### src/periph_pkg.sv
// Peripheral subsystem package
// Bus widths, slot map, register offsets and the APB-style request/response structs

package periph_pkg;

    // Bus sizes
    localparam int AddrWidth = 32;
    localparam int DataWidth = 32;

    // --------------------
    // Slot decoding
    // --------------------
    localparam int SlotLsb = 12;
    localparam int SlotMsb = 15;

    localparam logic [SlotMsb-SlotLsb:0] SlotPlic  = 'd0;
    localparam logic [SlotMsb-SlotLsb:0] SlotGpio  = 'd1;
    localparam logic [SlotMsb-SlotLsb:0] SlotTimer = 'd2;

    localparam logic [DataWidth-1:0] ErrorData = 32'hDEADBEEF; // Unmapped slot pattern

    // --------------------
    // Interrupt controller
    // --------------------
    localparam int NumSources  = 3;  // IDs 1..3, 0 is no interrupt
    localparam int SrcExt      = 1;
    localparam int SrcTimer0   = 2;
    localparam int SrcTimer1   = 3;
    localparam int NumTargets  = 2;
    localparam int PrioWidth   = 2;
    localparam int MaxPriority = 3;
    localparam int SrcIdWidth  = 2;

    localparam int PlicPrioBase     = 'h000; // 4 bytes per source ID
    localparam int PlicPendingOff   = 'h080;
    localparam int PlicEnableBase   = 'h100; // 4 bytes per target
    localparam int PlicThreshBase   = 'h200;
    localparam int PlicClaimBase    = 'h204;
    localparam int PlicTargetStride = 'h010; // Threshold and claim per target

    // Timers and GPIO
    localparam int NumTimers = 2;
    localparam int NumGpio   = 8;

    localparam int GpioOutOff = 'h0;
    localparam int GpioInOff  = 'h4;

    localparam int TimerStride     = 'h10;
    localparam int TimerCountOff   = 'h0;
    localparam int TimerCompareOff = 'h4;
    localparam int TimerCtrlOff    = 'h8; // Bit 0 is the enable
    localparam int TimerStatusOff  = 'hC;

    // --------------------
    // Bus types
    // --------------------
    typedef struct packed {
        logic                 sel;
        logic                 enable;
        logic                 write;
        logic [AddrWidth-1:0] addr;
        logic [DataWidth-1:0] wdata;
    } apb_req_t;

    typedef struct packed {
        logic [DataWidth-1:0] rdata;
        logic                 ready;
        logic                 slverr;
    } apb_resp_t;

endpackage

### src/periph_apb_decode.sv
// Slot decoder for the peripheral bus
// Gates sel per slave, muxes read data back, answers unmapped slots with an error

module periph_apb_decode (
    input  periph_pkg::apb_req_t                 bus_req_i,
    output periph_pkg::apb_resp_t                bus_resp_o,
    output periph_pkg::apb_req_t                 plic_req_o,
    output periph_pkg::apb_req_t                 gpio_req_o,
    output periph_pkg::apb_req_t                 timer_req_o,
    input  logic [periph_pkg::DataWidth-1:0]     plic_rdata_i,
    input  logic [periph_pkg::DataWidth-1:0]     gpio_rdata_i,
    input  logic [periph_pkg::DataWidth-1:0]     timer_rdata_i
);

    logic [periph_pkg::SlotMsb-periph_pkg::SlotLsb:0] slot;
    logic hit_plic;
    logic hit_gpio;
    logic hit_timer;

    assign slot      = bus_req_i.addr[periph_pkg::SlotMsb:periph_pkg::SlotLsb];
    assign hit_plic  = (slot == periph_pkg::SlotPlic);
    assign hit_gpio  = (slot == periph_pkg::SlotGpio);
    assign hit_timer = (slot == periph_pkg::SlotTimer);

    // --------------------
    // Request fan-out
    // --------------------
    always_comb begin
        plic_req_o      = bus_req_i;
        gpio_req_o      = bus_req_i;
        timer_req_o     = bus_req_i;
        plic_req_o.sel  = bus_req_i.sel & hit_plic;
        gpio_req_o.sel  = bus_req_i.sel & hit_gpio;
        timer_req_o.sel = bus_req_i.sel & hit_timer;
    end

    // --------------------
    // Response
    // --------------------
    always_comb begin
        bus_resp_o.ready  = 1'b1; // Zero-wait slaves
        bus_resp_o.slverr = 1'b0;
        case (slot)
            periph_pkg::SlotPlic:  bus_resp_o.rdata = plic_rdata_i;
            periph_pkg::SlotGpio:  bus_resp_o.rdata = gpio_rdata_i;
            periph_pkg::SlotTimer: bus_resp_o.rdata = timer_rdata_i;
            default: begin
                bus_resp_o.rdata  = periph_pkg::ErrorData;
                bus_resp_o.slverr = bus_req_i.sel & bus_req_i.enable;
            end
        endcase
    end

    // Never more than one slave selected
    a_onehot_sel: assert final ($onehot0({plic_req_o.sel, gpio_req_o.sel, timer_req_o.sel}))
        else $error("more than one peripheral selected");

endmodule

### src/periph_plic.sv
// Level-triggered interrupt controller, PLIC style
// Gateways, per-source priority, per-target enable/threshold and claim/complete

module periph_plic (
    input  logic                                 clk_i,
    input  logic                                 rst_i,
    input  periph_pkg::apb_req_t                 req_i,
    output logic [periph_pkg::DataWidth-1:0]     rdata_o,
    input  logic                                 ext_irq_i,
    input  logic [periph_pkg::NumTimers-1:0]     timer_irq_i,
    output logic [periph_pkg::NumTargets-1:0]    irq_o
);

    logic [11:0] offset;
    logic        wr_en;
    logic        rd_en;

    logic [periph_pkg::NumSources:1] src;
    logic [periph_pkg::NumSources:1] pending_q;
    logic [periph_pkg::NumSources:1] in_service_q;
    logic [periph_pkg::NumSources:1][periph_pkg::PrioWidth-1:0] prio_q;

    logic [periph_pkg::NumTargets-1:0][periph_pkg::NumSources:1]   enable_q;
    logic [periph_pkg::NumTargets-1:0][periph_pkg::PrioWidth-1:0]  thresh_q;
    logic [periph_pkg::NumTargets-1:0][periph_pkg::PrioWidth-1:0]  best_prio;
    logic [periph_pkg::NumTargets-1:0][periph_pkg::SrcIdWidth-1:0] best_id;
    logic [periph_pkg::NumTargets-1:0] claim_rd;
    logic [periph_pkg::NumTargets-1:0] complete_wr;
    logic [periph_pkg::NumTargets-1:0] irq_q;
    logic [periph_pkg::SrcIdWidth-1:0] complete_id;

    assign offset      = {req_i.addr[11:2], 2'b00};
    assign wr_en       = req_i.sel & req_i.enable & req_i.write;
    assign rd_en       = req_i.sel & req_i.enable & ~req_i.write;
    assign complete_id = req_i.wdata[periph_pkg::SrcIdWidth-1:0];

    // Source mapping
    assign src[periph_pkg::SrcExt]    = ext_irq_i;
    assign src[periph_pkg::SrcTimer0] = timer_irq_i[0];
    assign src[periph_pkg::SrcTimer1] = timer_irq_i[1];

    always_comb begin
        for (int t = 0; t < periph_pkg::NumTargets; t++) begin
            claim_rd[t]    = rd_en &&
                (offset == periph_pkg::PlicClaimBase + t * periph_pkg::PlicTargetStride);
            complete_wr[t] = wr_en &&
                (offset == periph_pkg::PlicClaimBase + t * periph_pkg::PlicTargetStride);
        end
    end

    // --------------------
    // Best eligible ID
    // --------------------
    // Strict compare keeps ties on the lowest ID and skips priority 0
    always_comb begin
        for (int t = 0; t < periph_pkg::NumTargets; t++) begin
            best_id[t]   = '0;
            best_prio[t] = '0;
            for (int s = 1; s <= periph_pkg::NumSources; s++) begin
                if (pending_q[s] && enable_q[t][s] && (prio_q[s] > best_prio[t])) begin
                    best_id[t]   = periph_pkg::SrcIdWidth'(s);
                    best_prio[t] = prio_q[s];
                end
            end
        end
    end

    // --------------------
    // Registers and gateways
    // --------------------
    always_ff @(posedge clk_i) begin
        if (rst_i) begin
            pending_q    <= '0;
            in_service_q <= '0;
            prio_q       <= '0;
            enable_q     <= '0;
            thresh_q     <= '0;
            irq_q        <= '0;
        end else begin
            for (int s = 1; s <= periph_pkg::NumSources; s++) begin
                if (src[s] && !pending_q[s] && !in_service_q[s]) begin
                    pending_q[s] <= 1'b1;
                end
                if (wr_en && (offset == periph_pkg::PlicPrioBase + 4 * s)) begin
                    prio_q[s] <= req_i.wdata[periph_pkg::PrioWidth-1:0];
                end
            end
            for (int t = 0; t < periph_pkg::NumTargets; t++) begin
                if (claim_rd[t] && (best_id[t] != '0)) begin
                    pending_q[best_id[t]]    <= 1'b0;
                    in_service_q[best_id[t]] <= 1'b1;
                end
                if (complete_wr[t] && (complete_id != '0)) begin
                    in_service_q[complete_id] <= 1'b0;
                end
                if (wr_en && (offset == periph_pkg::PlicEnableBase + 4 * t)) begin
                    enable_q[t] <= req_i.wdata[periph_pkg::NumSources:1];
                end
                if (wr_en && (offset == periph_pkg::PlicThreshBase +
                              t * periph_pkg::PlicTargetStride)) begin
                    thresh_q[t] <= req_i.wdata[periph_pkg::PrioWidth-1:0];
                end
                irq_q[t] <= (best_prio[t] > thresh_q[t]);
            end
        end
    end

    assign irq_o = irq_q;

    // --------------------
    // Read mux
    // --------------------
    always_comb begin
        rdata_o = '0; // Unmapped offsets read zero
        for (int s = 1; s <= periph_pkg::NumSources; s++) begin
            if (offset == periph_pkg::PlicPrioBase + 4 * s) begin
                rdata_o[periph_pkg::PrioWidth-1:0] = prio_q[s];
            end
        end
        if (offset == periph_pkg::PlicPendingOff) begin
            rdata_o[periph_pkg::NumSources:1] = pending_q;
        end
        for (int t = 0; t < periph_pkg::NumTargets; t++) begin
            if (offset == periph_pkg::PlicEnableBase + 4 * t) begin
                rdata_o[periph_pkg::NumSources:1] = enable_q[t];
            end
            if (offset == periph_pkg::PlicThreshBase + t * periph_pkg::PlicTargetStride) begin
                rdata_o[periph_pkg::PrioWidth-1:0] = thresh_q[t];
            end
            if (offset == periph_pkg::PlicClaimBase + t * periph_pkg::PlicTargetStride) begin
                rdata_o[periph_pkg::SrcIdWidth-1:0] = best_id[t];
            end
        end
    end

    for (genvar t = 0; t < periph_pkg::NumTargets; t++) begin : gen_target_checks
        // Claimed ID as it leaves on the bus
        a_claim_range: assert property (@(posedge clk_i) disable iff (rst_i)
            claim_rd[t] |-> (rdata_o <= periph_pkg::NumSources));

        // Registered irq follows the enables of the cycle before
        a_irq_needs_enable: assert property (@(posedge clk_i) disable iff (rst_i)
            irq_q[t] |-> ($past(enable_q[t]) != '0));
    end

endmodule

### src/periph_timer.sv
// Compare timers
// Each timer counts while enabled, wraps on compare and flags a sticky status bit

module periph_timer (
    input  logic                                 clk_i,
    input  logic                                 rst_i,
    input  periph_pkg::apb_req_t                 req_i,
    output logic [periph_pkg::DataWidth-1:0]     rdata_o,
    output logic [periph_pkg::NumTimers-1:0]     irq_o
);

    logic [11:0] offset;
    logic        wr_en;

    logic [periph_pkg::NumTimers-1:0][periph_pkg::DataWidth-1:0] count_q;
    logic [periph_pkg::NumTimers-1:0][periph_pkg::DataWidth-1:0] compare_q;
    logic [periph_pkg::NumTimers-1:0] enable_q;
    logic [periph_pkg::NumTimers-1:0] status_q;
    logic [periph_pkg::NumTimers-1:0] match;

    assign offset = {req_i.addr[11:2], 2'b00};
    assign wr_en  = req_i.sel & req_i.enable & req_i.write;

    always_comb begin
        for (int t = 0; t < periph_pkg::NumTimers; t++) begin
            match[t] = enable_q[t] && (count_q[t] == compare_q[t]);
        end
    end

    // --------------------
    // Counters and registers
    // --------------------
    always_ff @(posedge clk_i) begin
        if (rst_i) begin
            count_q   <= '0;
            compare_q <= '0;
            enable_q  <= '0;
            status_q  <= '0;
        end else begin
            for (int t = 0; t < periph_pkg::NumTimers; t++) begin
                // Software write beats the counter
                if (wr_en && (offset == t * periph_pkg::TimerStride +
                              periph_pkg::TimerCountOff)) begin
                    count_q[t] <= req_i.wdata;
                end else if (match[t]) begin
                    count_q[t] <= '0;
                end else if (enable_q[t]) begin
                    count_q[t] <= count_q[t] + 1'b1;
                end

                if (wr_en && (offset == t * periph_pkg::TimerStride +
                              periph_pkg::TimerCompareOff)) begin
                    compare_q[t] <= req_i.wdata;
                end
                if (wr_en && (offset == t * periph_pkg::TimerStride +
                              periph_pkg::TimerCtrlOff)) begin
                    enable_q[t] <= req_i.wdata[0];
                end

                if (match[t]) begin
                    status_q[t] <= 1'b1; // Set wins over clear
                end else if (wr_en && req_i.wdata[0] &&
                             (offset == t * periph_pkg::TimerStride +
                              periph_pkg::TimerStatusOff)) begin
                    status_q[t] <= 1'b0;
                end
            end
        end
    end

    assign irq_o = status_q;

    // --------------------
    // Read mux
    // --------------------
    always_comb begin
        rdata_o = '0;
        for (int t = 0; t < periph_pkg::NumTimers; t++) begin
            case (offset)
                t * periph_pkg::TimerStride + periph_pkg::TimerCountOff:   rdata_o = count_q[t];
                t * periph_pkg::TimerStride + periph_pkg::TimerCompareOff: rdata_o = compare_q[t];
                t * periph_pkg::TimerStride + periph_pkg::TimerCtrlOff:    rdata_o[0] = enable_q[t];
                t * periph_pkg::TimerStride + periph_pkg::TimerStatusOff:  rdata_o[0] = status_q[t];
                default: ;
            endcase
        end
    end

    for (genvar t = 0; t < periph_pkg::NumTimers; t++) begin : gen_timer_checks
        a_status_when_enabled: assert property (@(posedge clk_i) disable iff (rst_i)
            $rose(status_q[t]) |-> $past(enable_q[t]));
    end

endmodule

### src/periph_gpio.sv
// GPIO block
// LED output register plus a two-flop synchroniser on the switch inputs

module periph_gpio (
    input  logic                                 clk_i,
    input  logic                                 rst_i,
    input  periph_pkg::apb_req_t                 req_i,
    output logic [periph_pkg::DataWidth-1:0]     rdata_o,
    output logic [periph_pkg::NumGpio-1:0]       leds_o,
    input  logic [periph_pkg::NumGpio-1:0]       dip_switches_i
);

    logic [11:0] offset;
    logic        wr_en;

    logic [periph_pkg::NumGpio-1:0] leds_q;
    logic [periph_pkg::NumGpio-1:0] sw_meta_q;
    logic [periph_pkg::NumGpio-1:0] sw_sync_q;

    assign offset = {req_i.addr[11:2], 2'b00};
    assign wr_en  = req_i.sel & req_i.enable & req_i.write;

    always_ff @(posedge clk_i) begin
        if (rst_i) begin
            leds_q    <= '0;
            sw_meta_q <= '0;
            sw_sync_q <= '0;
        end else begin
            if (wr_en && (offset == periph_pkg::GpioOutOff)) begin
                leds_q <= req_i.wdata[periph_pkg::NumGpio-1:0];
            end
            sw_meta_q <= dip_switches_i; // Switches are asynchronous
            sw_sync_q <= sw_meta_q;
        end
    end

    assign leds_o = leds_q;

    always_comb begin
        rdata_o = '0;
        if (offset == periph_pkg::GpioOutOff) begin
            rdata_o[periph_pkg::NumGpio-1:0] = leds_q;
        end else if (offset == periph_pkg::GpioInOff) begin
            rdata_o[periph_pkg::NumGpio-1:0] = sw_sync_q;
        end
    end

endmodule

### src/periph_subsystem.sv
// Peripheral subsystem top level
// One APB-style slave port fanned out to the interrupt controller, GPIO and timers

module periph_subsystem (
    input  logic                                 clk_i,
    input  logic                                 rst_i,
    input  periph_pkg::apb_req_t                 bus_req_i,
    output periph_pkg::apb_resp_t                bus_resp_o,
    input  logic                                 ext_irq_i,
    output logic [periph_pkg::NumTargets-1:0]    irq_o,
    output logic [periph_pkg::NumGpio-1:0]       leds_o,
    input  logic [periph_pkg::NumGpio-1:0]       dip_switches_i
);

    periph_pkg::apb_req_t                plic_req;
    periph_pkg::apb_req_t                gpio_req;
    periph_pkg::apb_req_t                timer_req;
    logic [periph_pkg::DataWidth-1:0]    plic_rdata;
    logic [periph_pkg::DataWidth-1:0]    gpio_rdata;
    logic [periph_pkg::DataWidth-1:0]    timer_rdata;
    logic [periph_pkg::NumTimers-1:0]    timer_irq;

    periph_apb_decode i_decode (
        .bus_req_i     ( bus_req_i   ),
        .bus_resp_o    ( bus_resp_o  ),
        .plic_req_o    ( plic_req    ),
        .gpio_req_o    ( gpio_req    ),
        .timer_req_o   ( timer_req   ),
        .plic_rdata_i  ( plic_rdata  ),
        .gpio_rdata_i  ( gpio_rdata  ),
        .timer_rdata_i ( timer_rdata )
    );

    periph_plic i_plic (
        .clk_i       ( clk_i      ),
        .rst_i       ( rst_i      ),
        .req_i       ( plic_req   ),
        .rdata_o     ( plic_rdata ),
        .ext_irq_i   ( ext_irq_i  ),
        .timer_irq_i ( timer_irq  ),
        .irq_o       ( irq_o      )
    );

    periph_gpio i_gpio (
        .clk_i          ( clk_i          ),
        .rst_i          ( rst_i          ),
        .req_i          ( gpio_req       ),
        .rdata_o        ( gpio_rdata     ),
        .leds_o         ( leds_o         ),
        .dip_switches_i ( dip_switches_i )
    );

    periph_timer i_timer (
        .clk_i   ( clk_i       ),
        .rst_i   ( rst_i       ),
        .req_i   ( timer_req   ),
        .rdata_o ( timer_rdata ),
        .irq_o   ( timer_irq   ) // Sources 2 and 3
    );

endmodule

### config.mk
export PLATFORM = sky130hd
export DESIGN_NAME = periph_subsystem
export DESIGN_NICKNAME = d
export VERILOG_FILES = /design/src/periph_pkg.sv /design/src/periph_apb_decode.sv /design/src/periph_plic.sv /design/src/periph_timer.sv /design/src/periph_gpio.sv /design/src/periph_subsystem.sv
export SDC_FILE = /design/constraint.sdc
export NUM_CORES = 1
export LEC_CHECK = 0
export ABC_AREA = 0
export BUFFER_PORTS_ARGS = -buffer_cell sky130_fd_sc_hd__buf_4
export CORE_ASPECT_RATIO = 0.5
export CORE_MARGIN = 5
export CORE_UTILIZATION = 60
export CTS_CLUSTER_DIAMETER = 120
export DETAILED_ROUTE_END_ITERATION = 16
export PLACE_DENSITY = 0.82
export SLEW_MARGIN = 5
export SYNTH_ARGS = -nofsm -noshare
export SYNTH_HDL_FRONTEND = slang
export SYNTH_SLANG_ARGS = --single-unit
### constraint.sdc
create_clock -name clk_i -period 8.55 [get_ports clk_i]
set_clock_uncertainty 0.05 [all_clocks]
set_input_delay 1.71 -clock clk_i [delete_from_list [all_inputs] [get_ports clk_i]]
set_output_delay 1.71 -clock clk_i [all_outputs]
set_load 0.02 [all_outputs]
==> impl_metrics.tcl, run 1 <==
set metrics [dict create \
    io_pins 122 \
    die_y_um 104 \
    hold_ws_ns 0.392 \
    syn_nets 1440 \
    final_nets 1482 \
    crit_arrival_ns 4.68 \
    relSlewSlack_pct 15.6 \
    cts_resized 0 \
    overflow 0 \
    tightest_slew_ns 1.26 \
    synth-edff-count 0 \
    critPathCaptureType "output pin" \
    core_mm2 0.0173 \
    cts_max_level 4 \
    final_common_cell "nand2_1" \
    fmax_mhz 155 \
    status "finished clean" \
    critical_path.slowest_cell "o2111ai_1" \
    synth_top_area_share_pct 34.2 \
    track_usage_pct 34.8 \
    cts_sinks 180 \
    dr.pass1.iters 6 \
    clockPowerShare_pct 45.7 \
    crit_fanout 8 \
    routed_via_density 6.75 \
    critical_path_class "reg2out" \
    cts.path.max_buffers 2 \
    finalCritPeriodShare_pct 75.3 \
    startpoint_type "flip-flop" \
    ys.flop_type "dfxtp_1" \
    final_cell_mix "nand2_1, dfxtp_1, a21oi_1" \
    synth_area_leaders "dfxtp_1, nand2_1, a21oi_1, xnor2_1, a22oi_1" \
    syn-cell-area_mm2 0.0105 \
    io_buffers 102 \
    p_leak_nw 4.18 \
    first_iter_violations 1366 \
    rsz0062_at_grt "no" \
    ant_nets 0 \
    yosysUniqueCellTypes 66 \
    drc 0 \
    max_cap_violations 0 \
    grt_pass1_vias 10372 \
    hold_viol 0 \
    power.density_mw_per_mm2 149 \
    antenna_found_initial 0 \
    die_w_um 197 \
    async_reset_ff_share_pct 0 \
    synth_area_leader_cell "dfxtp_1" \
    finalSetupViolCount 0 \
    min_period_ns 6.44 \
    seqPwrFrac_pct 47.5 \
    place_congestion 0.975 \
    clockRootBuffer "clkbuf_16" \
    p_int_mw 1.34 \
    critPathRequiredTime_ns 6.79 \
    p_switching_uw 438 \
    slew_violations 0 \
    cts_setup_buffers 0 \
    antenna_cells 0 \
    hold_class "reg2reg" \
    peakVddDrop_v 0.000138 \
    setup_tns_ns 0 \
    swShare_pct 24.7 \
    wl_per_cell_um 22.4 \
    clkLatencyLatePin_ns 0.44 \
    avgSynthCellArea_um2 7.81 \
    yosys_warnings 0 \
    syn2layout_area_growth_pct 13.0 \
    hpwl_mm 26.3 \
    num_vias 11043 \
    p_comb_share_pct 6.9 \
    rows 34 \
    ys_ff_latch 180 \
    synth_cells 1348 \
    drive_gt1_share_pct 12.8 \
    cts_hold_buffers 0 \
    reg2reg_slack_ns 4.51 \
    cts_tree "built" \
    grt_pass1_wl_mm 57.2 \
    synth.yosys.seq_area_share_pct 34.2 \
    die_area_mm2 0.0205 \
    grt_max_degree 74 \
    power_mw 1.78 \
    numCtsBuffers 17 \
    initial_core_util_pct 60.8 \
    cp_cell_sequence "nand3_1 -> ha_1 -> nor2b_1 -> o2111ai_1 -> mux2_2 -> ha_1 -> nor2b_1 -> o2111ai_1 -> nand3b_1 -> a2111oi_0 -> o21ai_0 -> a31o_2 -> buf_4" \
    cp_slowest_stage_delay_ns 0.57 \
    routed_wl_mm 36.6 \
    cts.clk_slew.worst_paths_ns 0.07 \
]
## per-stage QoR
stage | utilization (%) | setup slack, ns | std cells | instance area (um^2)
finish | 68.7 | 2.11 | 1636 | 11900
global route | 68.7 | 1.91 | 1636 | 11900
CTS | 68.7 | 2.25 | 1636 | 11900
detailed placement | 65.3 | 2.36 | 1605 | 11300
global placement | 65.3 | 2.46 | 1605 | 11300
floorplan | - | 3.26 | 1348 | 10500
## cell usage after synthesis (8+ instances only)
cell type / instances
nor2b_1: 23
nand3_1: 56
a22oi_1: 62
nor4_1: 10
nand2_1: 234
xnor2_1: 66
and3_1: 32
a211oi_1: 8
a31oi_1: 9
and4_1: 8
clkbuf_1: 59
a32o_1: 9
xor2_1: 32
dfxtp_1: 180
o21ai_0: 29
nand4_1: 42
a21o_1: 17
ha_1: 14
mux2i_1: 26
nor2_1: 74
a21oi_1: 130
o21ai_1: 15
nor3_1: 25
inv_1: 17
o22ai_1: 19
and2_1: 12
buf_2: 27
a32oi_1: 11
## kinds of logic after synthesis
group	Yosys count	synth area share, %
adders and majority gates	14	1.66
buffers and inverters	109	4.35
muxes	32	3.22
and+or+nand+nor	551	26.0
AOI/OAI and AO/OA	363	22.4
xor gates and xnor gates	98	8.15
DFF	180	34.2
other	1	0.0356
## sequential cells by signal, summed over array words and instances, names as in the netlist
name and flops:
i_plic.irq_o 2, i_gpio.sw_sync_q 8, i_plic.enable_q 6, i_gpio.sw_meta_q 8
i_timer.irq_o 2, i_plic.in_service_q 3, i_plic.pending_q 3, i_timer.count_q 64
i_plic.prio_q 6, i_timer.enable_q 2, i_plic.thresh_q 4, i_timer.compare_q 64
i_gpio.leds_o 8
## critical path: cells and delay by family (launching register included)
kind,cells,cell delay (ns)
AO/OA/AOI/OAI,5,1.98
adder cells (fa/ha/maj),2,0.59
AND/OR/NAND/NOR,4,0.55
flip-flops,1,0.52
multiplexers,1,0.43
buffers and inverters,1,0.15
## routing by layer
layer | vias up | wire [um] | GRT usage (%)
li1 | 4956 | - | -
met1 | 5216 | 14900 | 49.6
met2 | 769 | 15900 | 53.0
met3 | 102 | 4720 | 7.36
met4 | 0 | 1120 | 10.3
met5 | - | 0 | 0
## worst paths after layout
check | start | endpoint | depth (start not counted)
max | i_plic.pending_q[1] | bus_resp_o[3] | 13
min | i_gpio.sw_meta_q[0] | i_gpio.sw_sync_q[0] | 1
max reg2reg | i_plic.pending_q[1] | i_plic.in_service_q[1] | 12
min reg2reg | i_gpio.sw_meta_q[0] | i_gpio.sw_sync_q[0] | 1
## power by group through the flow
stage	clock network, mW	registers (mW)	logic, mW
after floorplan	0	0.862	0.0520
after global placement	0	0.863	0.117
after detailed placement	0	0.863	0.118
after CTS	0.807	0.843	0.119
after global routing	0.848	0.843	0.127
final	0.811	0.843	0.122
## area by class of cell
class | instances | area [um^2]
multi-input combinational | 1059 | 6480
fill | 1460 | 5420
sequential | 180 | 3600
timing repair buffer | 115 | 863
clock buffer | 20 | 467
tap | 234 | 293
clock inverter | 11 | 125
inverter | 17 | 63.8
Note: power is estimated with default switching activity, not from simulation.
==> run 2, diff against run 1 <==
--- a/config.mk
+++ b/config.mk
@@ -9,10 +9,10 @@
 export BUFFER_PORTS_ARGS = -buffer_cell sky130_fd_sc_hd__buf_4
 export CORE_ASPECT_RATIO = 0.5
 export CORE_MARGIN = 5
-export CORE_UTILIZATION = 60
+export CORE_UTILIZATION = 54
 export CTS_CLUSTER_DIAMETER = 120
 export DETAILED_ROUTE_END_ITERATION = 16
-export PLACE_DENSITY = 0.82
+export PLACE_DENSITY = 0.78
 export SLEW_MARGIN = 5
 export SYNTH_ARGS = -nofsm -noshare
 export SYNTH_HDL_FRONTEND = slang
==> constraint.sdc (replaced) <==
create_clock -name clk_i -period 5.17 [get_ports clk_i]
set_clock_uncertainty 0.05 [all_clocks]
set_input_delay 1.034 -clock clk_i [delete_from_list [all_inputs] [get_ports clk_i]]
set_output_delay 1.034 -clock clk_i [all_outputs]
set_load 0.02 [all_outputs]
==> run 2 against run 1 <==
Clock power grew 75%. Sequential share of layout area shrank 0.33 points. Wire length grew 0.54%. First-iteration DRC count shrank 2.0%. Cell area grew 1.1%. Die area grew 10%. Combinational power grew 66%. Sequential power grew 65%. Largest cell class unchanged. Via count shrank 1.1%.
==> impl_metrics.tcl, run 2 (synthesized netlist as in run 1, its figures left out) <==
set metrics [dict create \
    initial_core_util_pct 54.5 \
    overflow 0 \
    power.density_mw_per_mm2 251 \
    finalCritPeriodShare_pct 96.2 \
    hpwl_mm 26.7 \
    crit_arrival_ns 3.89 \
    cts.clk_slew.worst_paths_ns 0.07 \
    min_period_ns 4.98 \
    reg2reg_slack_ns 1.36 \
    grt_max_degree 96 \
    hold_ws_ns 0.401 \
    place_congestion 1.01 \
    die_w_um 207 \
    drc 0 \
    clockRootBuffer "clkbuf_16" \
    tightest_slew_ns 1.17 \
    hold_viol 0 \
    crit_fanout 6 \
    critical_path_class "reg2out" \
    critPathRequiredTime_ns 4.09 \
    antenna_cells 0 \
    final_area_mm2 0.0120 \
    dr.pass1.iters 7 \
    die_y_um 109 \
    final_cell_mix "nand2_1, dfxtp_1, a21oi_1" \
    fmax_mhz 201 \
    cts.path.max_buffers 2 \
    clkLatencyLatePin_ns 0.45 \
    rows 36 \
    peakVddDrop_v 0.000215 \
    p_leak_nw 4.25 \
    io_buffers 102 \
    syn2layout_area_growth_pct 14.3 \
    grt_pass1_vias 10176 \
    reg_top3 "i_timer.compare_q x64, i_timer.count_q x64" \
    io_pins 122 \
    critPathCaptureType "output pin" \
    rsz0062_at_grt "no" \
    startpoint_type "flip-flop" \
    status "finished clean" \
    first_iter_violations 1339 \
    num_vias 10924 \
    drive_gt1_share_pct 13.3 \
    die_area_mm2 0.0226 \
    grt_pass1_wl_mm 57.5 \
    finalSetupViolCount 0 \
    cts_max_level 4 \
    routed_via_density 6.52 \
    finalWorstSetupSlack_ns 0.194 \
    numCtsBuffers 17 \
    power_mw 3.02 \
    track_usage_pct 32.1 \
    antenna_found_initial 0 \
    ant_nets 0 \
    final_common_cell "nand2_1" \
    slew_violations 0 \
    setup_tns_ns 0 \
    hold_class "reg2reg" \
    routed_wl_mm 36.8 \
    dpl_cell_area_mm2 0.0114 \
    pre_cts_ws_ns 0.670 \
    cts_hold_buffers 0 \
    wl_per_cell_um 22.0 \
    max_cap_violations 0 \
    final_nets 1490 \
    core_mm2 0.0193 \
    cts_sinks 180 \
    relSlewSlack_pct 22.0 \
    cts_tree "built" \
]
[run 2: routing by layer]
layer / vias to the layer above / track usage (%) / share of wire, %
li1: 4978 / - / -
met1: 5157 / 43.7 / 42
met2: 693 / 50.8 / 44
met3: 96 / 7.07 / 11
met4: 0 / 11.9 / 3.4
met5: - / 0 / 0
[run 2: through the flow]
stage | instances | util, %
2_1_floorplan | 1348 | -
3_3_place_gp | 1645 | 59.0
3_5_place_dp | 1645 | 59.0
4_1_cts | 1676 | 62.3
5_1_grt | 1676 | 62.3
6_report | 1676 | 62.3
[run 2: cell type report]
type                    instances  area, um^2
repair buffers                123         923
flip-flops and latches        180        3600
fillers                      1653        7290
multi-input cells            1059        6480
inverters                      17        63.8
well taps                     266         333
clock inverters                 9         151
clock buffers                  22         474
[run 2: timing repair]
item	in CTS	in global routing
hold endpoints to repair	0	0
gates resized for setup	0	2
setup endpoints to repair	0	1
setup buffers	0	0
[run 2: power by group]
part	leakage (nW)	internal [mW]	switching [mW]	total, mW
sequential	1.45	1.39	0.00269	1.39
combinational	2.49	0.0715	0.132	0.203
clock	0.306	0.844	0.575	1.42
total	4.25	2.31	0.710	3.02
[run 2: worst paths after layout]
check,start,endpoint,cells after the start
min,i_gpio.sw_meta_q[3],i_gpio.sw_sync_q[3],1
max,i_plic.prio_q[1],bus_resp_o[3],13
max reg2reg,i_plic.prio_q[1],i_plic.irq_o[1],13
min reg2reg,i_gpio.sw_meta_q[3],i_gpio.sw_sync_q[3],1
[run 2: critical path, stage by stage (launching register included)]
cell	delay (ns)
dfxtp_1	0.46
nand3_1	0.15
ha_1	0.30
nor2b_1	0.14
o2111ai_1	0.26
mux2_2	0.39
ha_1	0.29
nor2b_1	0.13
o2111ai_1	0.25
nand3b_1	0.13
a2111oi_1	0.39
o21ai_0	0.14
a31o_2	0.27
buf_4	0.15
==> run 3, diff against run 2 <==
--- a/config.mk
+++ b/config.mk
@@ -7,12 +7,12 @@
 export LEC_CHECK = 0
 export ABC_AREA = 0
 export BUFFER_PORTS_ARGS = -buffer_cell sky130_fd_sc_hd__buf_4
-export CORE_ASPECT_RATIO = 0.5
-export CORE_MARGIN = 5
+export CORE_MARGIN = 1.5
 export CORE_UTILIZATION = 54
 export CTS_CLUSTER_DIAMETER = 120
 export DETAILED_ROUTE_END_ITERATION = 16
 export PLACE_DENSITY = 0.78
+export SETUP_SLACK_MARGIN = 0.5
 export SLEW_MARGIN = 5
 export SYNTH_ARGS = -nofsm -noshare
 export SYNTH_HDL_FRONTEND = slang
==> run 3 against run 2 <==
Wire length fell by 0.89%. Die area fell by 9.8%. Register-to-register slack improved by 0.21 ns. Via count rose by 0.35%. Critical path depth fell by 5. First-iteration DRC count rose by 12%. Sequential share of layout area fell by 0.20 points. Largest cell class unchanged. Largest power group is now sequential cells. Highest routed layer unchanged.
==> impl_metrics.tcl, run 3 (synthesized netlist as in run 1, its figures left out) <==
set metrics [dict create \
    status "finished clean" \
    cp_slowest_stage_delay_ns 0.75 \
    cts_tree "built" \
    worstHoldStart "i_gpio.sw_meta_q[0]" \
    setup_tns_ns 0 \
    power.density_mw_per_mm2 242 \
    min_path_cells 1 \
    place_congestion 0.963 \
    die_w_um 143 \
    io_buffers 102 \
    met1_usage_pct 52.5 \
    fillers 1679 \
    crit_arrival_ns 3.51 \
    critical_path.slowest_cell "or4_1" \
    finalCritPeriodShare_pct 88.9 \
    cts_hold_buffers 0 \
    numCtsBuffers 17 \
    overflow 0 \
    antenna_cells 0 \
    io_pins 122 \
    min_period_ns 4.60 \
    slew_violations 0 \
    regArea_mm2 0.00362 \
    hold_viol 0 \
    cts.clk_slew.worst_paths_ns 0.08 \
    finalSetupViolCount 0 \
    cp_top_family "simple AND/OR/NAND/NOR gates" \
    final_cell_mix "nand2_1, dfxtp_1, buf_4" \
    worstReg2RegStart "i_plic.prio_q[1]" \
    die_y_um 143 \
    ant_nets 0 \
    hold_class "reg2reg" \
    first_iter_violations 1499 \
    cts_max_level 4 \
    relSlewSlack_pct 24.8 \
    grtUsageMet3_pct 7.01 \
    critPathRequiredTime_ns 4.09 \
    routed_via_density 6.52 \
    antenna_found_initial 0 \
    hpwl_mm 26.0 \
    final_common_cell "nand2_1" \
    grt_max_degree 81 \
    crit_fanout 17 \
    cpMostUsedCell "buf_4" \
    grt_pass1_wl_mm 56.4 \
    tightest_slew_ns 1.12 \
    max_cap_violations 0 \
    grt.busiest_layer "met2" \
    r2r-end "i_plic.irq_o[1]" \
    hold_ws_ns 0.391 \
    core_mm2 0.0189 \
    num_vias 10962 \
    syn2layout_area_growth_pct 15.4 \
    drive_gt1_share_pct 14.7 \
    track_usage_pct 36.3 \
    rows 50 \
    critPathCaptureType "output pin" \
    cp_cell_sequence "buf_4 -> or4_1 -> nor3_4 -> buf_4 -> a22oi_1 -> nand2_1 -> a21o_1 -> buf_4" \
    clkLatencyLatePin_ns 0.44 \
    initial_core_util_pct 55.7 \
    path_buf_inv 3 \
    multi_input_area_mm2 0.00654 \
    p_leak_nw 4.31 \
    path_depth 8 \
    clockRootBuffer "clkbuf_16" \
    cp-endpoint "bus_resp_o[27]" \
    drc 0 \
    die_area_mm2 0.0203 \
    critical_path.startpoint "bus_req_i[39]" \
    dr.pass1.iters 8 \
    gr-usage-met2_pct 54.3 \
    critical_path_class "in2out" \
    cts_sinks 180 \
    peakVddDrop_v 0.000217 \
    reg_top3 "i_timer.compare_q x64, i_timer.count_q x64" \
    worst-r2r-cell-count 17 \
    final_nets 1501 \
    rsz0062_at_grt "no" \
    cts.path.max_buffers 2 \
    fmax_mhz 218 \
    routed_wl_mm 36.5 \
    grt_pass1_vias 10059 \
    startpoint_type "primary input" \
    wl_per_cell_um 21.7 \
    reg2reg_slack_ns 1.57 \
]
[run 3: cell type report]
type	count	area share, %
Tap cell	260	2.68
Clock buffer	17	3.50
Inverter	17	0.525
Timing Repair Buffer	134	8.31
Clock inverter	15	1.44
Sequential cell	180	29.8
Multi-Input combinational cell	1059	53.8
[run 3: timing repair]
action                                  CTS  global route
endpoints found under the hold margin     0             0
resized for setup                        13             6
buffers inserted                          4             4
pin swaps                                 5             7
endpoints found under the setup margin    2             2
[run 3: per-stage QoR]
stage	cells	setup slack, ns	instance area, um^2	util (%)	total power [mW]
finish	1682	0.573	12200	64.3	2.95
floorplan	1348	0.802	10500	-	1.51
CTS	1678	0.502	12100	64.0	2.94
global placement	1642	0.674	11400	60.4	1.63
detailed placement	1642	0.632	11400	60.4	1.63
global route	1682	0.496	12200	64.3	3.01
[run 3: worst min path at each step]
stage	endpoint	slack (ns)
floorplan	i_gpio.sw_sync_q[0]	0.36
global placement	i_gpio.sw_sync_q[4]	0.37
detailed placement	i_gpio.sw_sync_q[7]	0.37
CTS	i_gpio.sw_sync_q[7]	0.39
global route	i_gpio.sw_sync_q[7]	0.41
finish	i_gpio.sw_sync_q[0]	0.39
[run 3: worst reg2reg max path, delay by kind of cell (launching register included)]
| family | cells | cell delay [ns] |
|---|---|---|
| adders and majority gates | 3 | 0.81 |
| DFF | 1 | 0.38 |
| muxes | 2 | 0.65 |
| buffers and inverters | 5 | 0.65 |
| and+or+nand+nor | 3 | 0.39 |
| AOI/OAI and AO/OA | 4 | 0.53 |
[run 3: power by group]
part	total [mW]	switching, mW	leakage (nW)	internal (mW)
Clock	1.34	0.680	0.297	0.662
Combinational	0.212	0.138	2.55	0.0733
Sequential	1.39	0.00239	1.46	1.39
[run 3: metal layers]
layer	vias to the layer above	routed length, um
li1	4998	-
met1	5182	15200
met2	696	16000
met3	86	4360
met4	0	966
met5	-	0
